`src/rtl/z80_pkg.sv`:
```
`default_nettype none

package z80_pkg;

	////////////////////////////////////////////////////////////
	// bus widths
	////////////////////////////////////////////////////////////

	localparam int ADDR_W = 16;
	localparam int DATA_W = 8;

	typedef logic [ADDR_W-1:0] z80_addr_t;
	typedef logic [DATA_W-1:0] z80_data_t;

	////////////////////////////////////////////////////////////
	// synchronized bus
	////////////////////////////////////////////////////////////

	// active-high levels after the synchronizer
	typedef struct packed {
		logic iorq;
		logic mreq;
		logic rd;
		logic wr;
		logic m1;
	} z80_bus_t;

	// single-cycle strobes and the intack level
	typedef struct packed {
		logic iowr_s;
		logic iord_s;
		logic intack_s;
		logic intack;
	} z80_strb_t;

endpackage

`default_nettype wire

```
`src/rtl/conf_pkg.sv`:
```
`default_nettype none

package conf_pkg;

	////////////////////////////////////////////////////////////
	// port map
	////////////////////////////////////////////////////////////

	typedef logic [15:0] port_addr_t;

	localparam port_addr_t PORT_BORDER  = 16'h0FAF;
	localparam port_addr_t PORT_SYSCONF = 16'h20AF;
	localparam port_addr_t PORT_MEMCONF = 16'h21AF;
	localparam port_addr_t PORT_IM2VECT = 16'h24AF;

	// classic ula port decoded on the low byte only
	localparam logic [7:0] PORT_FE_LOW = 8'hFE;

	////////////////////////////////////////////////////////////
	// configuration registers
	////////////////////////////////////////////////////////////

	typedef logic [7:0] border_t;
	typedef logic [1:0] turbo_t;
	typedef logic [4:0] rompg_t;

	typedef struct packed {
		border_t    border;
		logic [7:0] sysconf;
		logic [7:0] memconf;
		logic [7:0] im2vect;
		logic       beep;
	} conf_regs_t;

	localparam conf_regs_t CONF_RESET = '{
		border:  8'h00,
		sysconf: 8'h00,
		memconf: 8'h00,
		im2vect: 8'hFF,
		beep:    1'b0
	};

	// writing a one here restarts the whole core
	localparam int SYSCONF_SOFTRST_BIT = 7;

endpackage

`default_nettype wire

```
`src/rtl/zsignals.sv`:
```
`timescale 1ns/100ps
`default_nettype none

module zsignals (
	input  logic               fclk,
	input  logic               rst_n,

	input  logic               iorq_n,
	input  logic               mreq_n,
	input  logic               rd_n,
	input  logic               wr_n,
	input  logic               m1_n,

	output z80_pkg::z80_bus_t  bus,
	output z80_pkg::z80_strb_t strb
);

	z80_pkg::z80_bus_t sync1;
	z80_pkg::z80_bus_t sync2;

	logic iowr;
	logic iord;
	logic intack;

	logic iowr_r;
	logic iord_r;
	logic intack_r;

	logic iowr_s;
	logic iord_s;
	logic intack_s;

	// two flops with inversion to active high on the way in
	always_ff @(posedge fclk or negedge rst_n) begin
		if (!rst_n) begin
			sync1 <= '0;
			sync2 <= '0;
		end else begin
			sync1 <= '{iorq: ~iorq_n, mreq: ~mreq_n, rd: ~rd_n, wr: ~wr_n, m1: ~m1_n};
			sync2 <= sync1;
		end
	end

	assign iowr   = sync2.iorq & sync2.wr & ~sync2.m1;
	assign iord   = sync2.iorq & sync2.rd & ~sync2.m1;
	assign intack = sync2.iorq & sync2.m1;

	// previous sample and registered rising edges
	always_ff @(posedge fclk or negedge rst_n) begin
		if (!rst_n) begin
			iowr_r   <= 1'b0;
			iord_r   <= 1'b0;
			intack_r <= 1'b0;
			iowr_s   <= 1'b0;
			iord_s   <= 1'b0;
			intack_s <= 1'b0;
		end else begin
			iowr_r   <= iowr;
			iord_r   <= iord;
			intack_r <= intack;
			iowr_s   <= iowr & ~iowr_r;
			iord_s   <= iord & ~iord_r;
			intack_s <= intack & ~intack_r;
		end
	end

	assign bus  = sync2;
	assign strb = '{iowr_s: iowr_s, iord_s: iord_s, intack_s: intack_s, intack: intack};

endmodule

`default_nettype wire

```
`src/rtl/resetter.sv`:
```
`timescale 1ns/100ps
`default_nettype none

module resetter #(
	parameter int RST_CNT_SIZE = 6
) (
	input  logic fclk,
	input  logic arst_n,
	input  logic soft_rst_req,
	output logic rst_n
);

	typedef logic [RST_CNT_SIZE-1:0] rst_cnt_t;

	rst_cnt_t cnt;
	logic     cnt_full;

	assign cnt_full = &cnt;

	// restart on either source and release once the counter saturates
	always_ff @(posedge fclk or negedge arst_n) begin
		if (!arst_n) begin
			cnt   <= '0;
			rst_n <= 1'b0;
		end else if (soft_rst_req) begin
			cnt   <= '0;
			rst_n <= 1'b0;
		end else begin
			if (!cnt_full)
				cnt <= cnt + 1'b1;
			rst_n <= cnt_full;
		end
	end

endmodule

`default_nettype wire

```
`src/rtl/zports.sv`:
```
`timescale 1ns/100ps
`default_nettype none

module zports (
	input  logic                 fclk,
	input  logic                 rst_n,

	input  z80_pkg::z80_addr_t   a,
	input  z80_pkg::z80_data_t   zd_in,
	input  z80_pkg::z80_bus_t    bus,
	input  z80_pkg::z80_strb_t   strb,

	output conf_pkg::conf_regs_t regs,
	output logic                 soft_rst_req,

	output z80_pkg::z80_data_t   zd_out,
	output logic                 zd_oe
);

	// fe port layout
	localparam int FE_BORDER_W = 3;
	localparam int FE_BEEP_BIT = 4;

	localparam logic [7:0] SOFTRST_MASK = 8'(1) << conf_pkg::SYSCONF_SOFTRST_BIT;

	conf_pkg::conf_regs_t regs_q;

	logic io_rd;
	logic rd_hit;

	////////////////////////////////////////////////////////////
	// port writes
	////////////////////////////////////////////////////////////

	always_ff @(posedge fclk or negedge rst_n) begin
		if (!rst_n) begin
			regs_q       <= conf_pkg::CONF_RESET;
			soft_rst_req <= 1'b0;
		end else begin
			soft_rst_req <= 1'b0;

			if (strb.iowr_s) begin
				if (a[7:0] == conf_pkg::PORT_FE_LOW) begin
					// upper border bits untouched
					regs_q.border[FE_BORDER_W-1:0] <= zd_in[FE_BORDER_W-1:0];
					regs_q.beep                    <= zd_in[FE_BEEP_BIT];
				end else begin
					case (a)
						conf_pkg::PORT_BORDER:
							regs_q.border <= zd_in;
						conf_pkg::PORT_SYSCONF: begin
							// reset request bit is not stored
							regs_q.sysconf <= zd_in & ~SOFTRST_MASK;
							soft_rst_req   <= zd_in[conf_pkg::SYSCONF_SOFTRST_BIT];
						end
						conf_pkg::PORT_MEMCONF:
							regs_q.memconf <= zd_in;
						conf_pkg::PORT_IM2VECT:
							regs_q.im2vect <= zd_in;
						default: ;
					endcase
				end
			end
		end
	end

	assign regs = regs_q;

	////////////////////////////////////////////////////////////
	// read and acknowledge mux
	////////////////////////////////////////////////////////////

	assign io_rd = bus.iorq & bus.rd & ~bus.m1;

	always_comb begin
		rd_hit = 1'b1;
		case (a)
			conf_pkg::PORT_BORDER:  zd_out = regs_q.border;
			conf_pkg::PORT_SYSCONF: zd_out = regs_q.sysconf;
			conf_pkg::PORT_MEMCONF: zd_out = regs_q.memconf;
			conf_pkg::PORT_IM2VECT: zd_out = regs_q.im2vect;
			default: begin
				zd_out = '0;
				rd_hit = 1'b0;
			end
		endcase

		// vector wins during acknowledge
		if (strb.intack)
			zd_out = regs_q.im2vect;
	end

	assign zd_oe = strb.intack | (io_rd & rd_hit);

endmodule

`default_nettype wire

```
`src/rtl/zint.sv`:
```
`timescale 1ns/100ps
`default_nettype none

module zint #(
	parameter int FRAME_LEN = 71680,
	parameter int INT_LEN   = 32
) (
	input  logic               fclk,
	input  logic               rst_n,
	input  z80_pkg::z80_strb_t strb,
	output logic               int_n
);

	localparam int FRAME_W = $clog2(FRAME_LEN + 1);
	localparam int LEN_W   = $clog2(INT_LEN + 1);

	typedef logic [FRAME_W-1:0] frame_cnt_t;
	typedef logic [LEN_W-1:0]   len_cnt_t;

	typedef enum logic {
		INT_IDLE,
		INT_ACTIVE
	} int_state_t;

	frame_cnt_t frame_cnt;
	len_cnt_t   len_cnt;
	int_state_t int_st;
	logic       frame_wrap;

	// free-running frame counter
	assign frame_wrap = (frame_cnt == frame_cnt_t'(FRAME_LEN - 1));

	always_ff @(posedge fclk or negedge rst_n) begin
		if (!rst_n)
			frame_cnt <= '0;
		else if (frame_wrap)
			frame_cnt <= '0;
		else
			frame_cnt <= frame_cnt + 1'b1;
	end

	// pulse ends on length or on acknowledge
	always_ff @(posedge fclk or negedge rst_n) begin
		if (!rst_n) begin
			int_st  <= INT_IDLE;
			len_cnt <= '0;
		end else if (frame_wrap) begin
			int_st  <= INT_ACTIVE;
			len_cnt <= '0;
		end else if (int_st == INT_ACTIVE) begin
			if (strb.intack_s || len_cnt == len_cnt_t'(INT_LEN - 1))
				int_st <= INT_IDLE;
			else
				len_cnt <= len_cnt + 1'b1;
		end
	end

	assign int_n = (int_st != INT_ACTIVE);

endmodule

`default_nettype wire

```
`src/rtl/zcore.sv`:
```
`timescale 1ns/100ps
`default_nettype none

module zcore #(
	parameter int RST_CNT_SIZE = 6,
	parameter int FRAME_LEN    = 71680,
	parameter int INT_LEN      = 32
) (
	input  logic               fclk,
	input  logic               arst_n,

	// z80 bus
	input  logic               iorq_n,
	input  logic               mreq_n,
	input  logic               rd_n,
	input  logic               wr_n,
	input  logic               m1_n,
	input  z80_pkg::z80_addr_t a,
	input  z80_pkg::z80_data_t zd_in,
	output z80_pkg::z80_data_t zd_out,
	output logic               zd_oe,
	output logic               int_n,
	output logic               res,

	// configuration
	output conf_pkg::border_t  border,
	output conf_pkg::turbo_t   turbo,
	output conf_pkg::rompg_t   rompg,
	output logic               beep
);

	logic                 rst_n;
	logic                 soft_rst_req;
	z80_pkg::z80_bus_t    bus;
	z80_pkg::z80_strb_t   strb;
	conf_pkg::conf_regs_t regs;

	resetter #(.RST_CNT_SIZE(RST_CNT_SIZE)) i_resetter (
		.fclk         (fclk),
		.arst_n       (arst_n),
		.soft_rst_req (soft_rst_req),
		.rst_n        (rst_n)
	);

	zsignals i_zsignals (
		.fclk   (fclk),
		.rst_n  (rst_n),
		.iorq_n (iorq_n),
		.mreq_n (mreq_n),
		.rd_n   (rd_n),
		.wr_n   (wr_n),
		.m1_n   (m1_n),
		.bus    (bus),
		.strb   (strb)
	);

	zports i_zports (
		.fclk         (fclk),
		.rst_n        (rst_n),
		.a            (a),
		.zd_in        (zd_in),
		.bus          (bus),
		.strb         (strb),
		.regs         (regs),
		.soft_rst_req (soft_rst_req),
		.zd_out       (zd_out),
		.zd_oe        (zd_oe)
	);

	zint #(.FRAME_LEN(FRAME_LEN), .INT_LEN(INT_LEN)) i_zint (
		.fclk  (fclk),
		.rst_n (rst_n),
		.strb  (strb),
		.int_n (int_n)
	);

	assign res    = ~rst_n;
	assign border = regs.border;
	assign turbo  = regs.sysconf[$bits(conf_pkg::turbo_t)-1:0];
	assign rompg  = regs.memconf[$bits(conf_pkg::rompg_t)-1:0];
	assign beep   = regs.beep;

endmodule

`default_nettype wire

```
`config.mk`:
```
export PLATFORM = sky130hd
export DESIGN_NAME = zcore
export DESIGN_NICKNAME = d
export VERILOG_FILES = /design/src/rtl/z80_pkg.sv /design/src/rtl/conf_pkg.sv /design/src/rtl/zsignals.sv /design/src/rtl/resetter.sv /design/src/rtl/zports.sv /design/src/rtl/zint.sv /design/src/rtl/zcore.sv
export SDC_FILE = /design/constraint.sdc
export NUM_CORES = 1
export LEC_CHECK = 0
export ABC_CLOCK_PERIOD_IN_PS = 3500
export BUFFER_PORTS_ARGS = -buffer_cell sky130_fd_sc_hd__buf_2
export CAP_MARGIN = 20
export CORE_UTILIZATION = 25
export DETAILED_ROUTE_END_ITERATION = 16
export GPL_ROUTABILITY_DRIVEN = 0
export GPL_TIMING_DRIVEN = 0
export PLACE_DENSITY = 0.48
export SETUP_SLACK_MARGIN = 0.15
export SKIP_LAST_GASP = 1
export SYNTH_ARGS = -nofsm -noshare
export SYNTH_HDL_FRONTEND = slang
export SYNTH_SLANG_ARGS = --single-unit
```
`constraint.sdc`:
```
create_clock -name fclk -period 3.5 [get_ports fclk]
set_clock_uncertainty 0.2 [all_clocks]
set_input_delay 0.875 -clock fclk [delete_from_list [all_inputs] [get_ports fclk]]
set_output_delay 0.875 -clock fclk [all_outputs]
set_load 0.05 [all_outputs]
```
==> reports/metrics.csv <==
metric,value,unit
fill cell count,1371,
RSZ-0062 raised after global routing,yes,
mux share of post-synthesis cell area,0.130,
min cycle time layout,3.91,ns
CTS tree,built,
CP Capture Type,primary output,
clock root cell,clkbuf_16,
CTS H-tree depth,3,
"Slew Viols, Final",0,
final hold violation count,0,
drt first pass iters,4,
Initial DRC Count,101,
FF-to-FF path depth,6,
Lkg Pwr,2.23,nW
Simple-Gate Fraction of Synth Area,0.148,
"Req. time, crit path",2.42,ns
die area,14600,sq um
crit-path leading delay family,simple AND/OR/NAND/NOR gates,
GRT Util Overall,0.119,
maximum vdd drop,0.000189,V
total buffers and inverters traversed by the critical path,5,
total CTS buffers,9,
CP startpoint,a[12],
drt drc,0,
clock buffer depth,2,
placed cells,539,
asr flop ratio synth,1.00,
Post-synth EDFFs,0,
Ports,58,
Post-Syn Nets,335,
hold_ws,0.151,ns
main combinational cell family by area after synthesis,simple AND/OR/NAND/NOR gates,
P&R area growth vs syn,31.9,%
Crit-path slowest cell,or4b_4,
DR vias,2540,
Final nets,413,
post-layout util,0.337,
"Largest stage delay, worst path",0.53,ns
critical-path cell list,buf_6 -> or4b_4 -> buf_6 -> or4_4 -> buf_6 -> o21ai_4 -> buf_4 -> a32o_2 -> buf_8,
Post-Place Cell Area,4150,sq um
period utilization,1.12,
footprint of the multi-input gates,1550,sq um
status,"finished, violations left",
top-count cell post-synth,dfrtp_1,
post-synthesis sequential area ratio,0.541,
worst reg2reg path endpoint,i_zint.frame_cnt[3],
number of global-route vias before repair,2551,
synth cell count leaders,"dfrtp_1 (68), mux2_2 (32), nor2_1 (24), buf_4 (15), nand2_1 (15)",
class of the worst hold path,reg -> reg,
total grt overflow,0,
register area,1920,sq um
Worst Hold Depth,0,
Tot Pwr,1.90,mW
DPL Wire Length,5.31,mm
setup TNS,-3.27,ns
Max-Cap Viols,0,
"FF+latch count, synth",76,
synth top area cells,"dfrtp_1 (48%), mux2_2 (10%), dfstp_2 (6.0%)",
post-synth top area share,0.482,
worst setup margin,-0.406,ns
core area,13800,sq um
Port Buffer Count,56,
fin area,4660,sq um
Die Wd,121,um
count of cell types in the netlist,47,
Worst EP arrival,2.83,ns
Post-Syn Instances,301,
Max transition margin,0.431,
CP Launch Type,input port,
initial antenna violation count,1,
R2R setup slack,1.20,ns
compound-gate portion of the synthesized area,0.0826,
Synth Flop Type,dfrtp_1,
worst skew pair latency,0.33,ns
Worst path most repeated cell,buf_6,
Initial Util,0.255,
worst-path fanout max,2,
post-synthesis xor/xnor area fraction,0.0372,
syn_area_per_cell,11.7,sq um
failing checks,setup timing,
Post-Syn Area,3530,sq um
first-pass GRT wire length,13.1,mm
Adder-Cell Fraction of Synth Area,0.0106,
n_diodes,0,
clock sinks,76,
Finished Layout Cells,564,
clock-pin transition on the worst setup and hold timing paths,0.06,ns
CP Class,in -> out,
Final setup violation count,9,
reg2reg start,i_zint.frame_cnt[2],
pre-CTS setup slack,-0.790,ns
WHS Endpoint,i_zsignals.bus[2],
routed len/inst,14.0,um
share of cells above drive strength 1,0.414,
Least-Margin Pin Slew,0.854,ns
site row count,43,
Die Height,121,um
largest net degree at the start of global routing,69,
Yosys top cell by area,dfrtp_1,
worst hold path startpoint,i_zsignals.sync1[2],
Antenna Nets Post-Route,0,
Synth Warn #,0,
pwr/cell area,408,nW/um^2
vias per cell,4.50,
drt total wl,7.89,mm
fmax,0.256,GHz
-- worst max path at each step --
stage	to	slack (ns)	cells past startpoint
6_report	zd_out[7]	-0.41	9
5_1_grt	zd_out[1]	-0.43	9
4_1_cts	zd_out[5]	-0.42	9
3_5_place_dp	zd_out[5]	-0.79	7
3_3_place_gp	zd_out[5]	-0.82	7
2_1_floorplan	zd_out[7]	-0.34	6
-- cells by family after synthesis --
family                     after synthesis
AOI/OAI and AO/OA                       39
and+or+nand+nor                         95
buffers and inverters                   31
DFF                                     76
adders and majority gates                3
muxes                                   42
xor gates and xnor gates                15
-- layer usage --
layer  vias up  wire [um]  track usage
met5         -         13            0
met4         2         99       0.0370
met3         9        381       0.0406
met2        46       3820        0.200
met1      1267       3580        0.142
li1       1216          -            -
-- placed cells by master, fill, tap and decap left out, types with 6 or more instances in the layout --
| cell | instances |
|---|---|
| buf_2 | 45 |
| xor2_1 | 10 |
| nand4_1 | 6 |
| a22o_4 | 7 |
| clkbuf_16 | 9 |
| mux2i_1 | 10 |
| nand2_1 | 14 |
| dfrtp_1 | 67 |
| inv_1 | 9 |
| o2bb2ai_1 | 7 |
| mux2_2 | 32 |
| nor2_1 | 24 |
| nor3_1 | 6 |
| dfstp_2 | 8 |
| nand3_1 | 14 |
| buf_4 | 22 |
| buf_8 | 9 |
-- final cells by class --
cell class,count,area share
plain buffers,22,0.0330
inverters,9,0.00725
well taps,180,0.0484
clock inverters,5,0.00779
clock buffers,11,0.0521
flip-flops and latches,76,0.411
multi-input cells,194,0.332
repair buffers,67,0.108
-- power by group --
| group | switching [mW] | leakage, nW | internal (mW) |
|---|---|---|---|
| registers | 0.0249 | 0.988 | 0.907 |
| logic | 0.0585 | 1.11 | 0.0515 |
| clock network | 0.360 | 0.128 | 0.500 |
-- sequential cells by signal, summed over array words and instances (netlist names), 4 cells and up --
name              count
i_zports.regs        32
i_zint.frame_cnt     17
i_resetter.cnt        6
i_zint.len_cnt        6
i_zsignals.bus        4
i_zsignals.sync1      4
-- timing repair --
item	CTS	global route
endpoints found under the hold margin	2	0
buffers inserted	6	2
endpoints found under the setup margin	9	9
pin swaps	7	6
gates resized for setup	35	3
hold buffers	1	0
(Power assumes the default switching activity.)
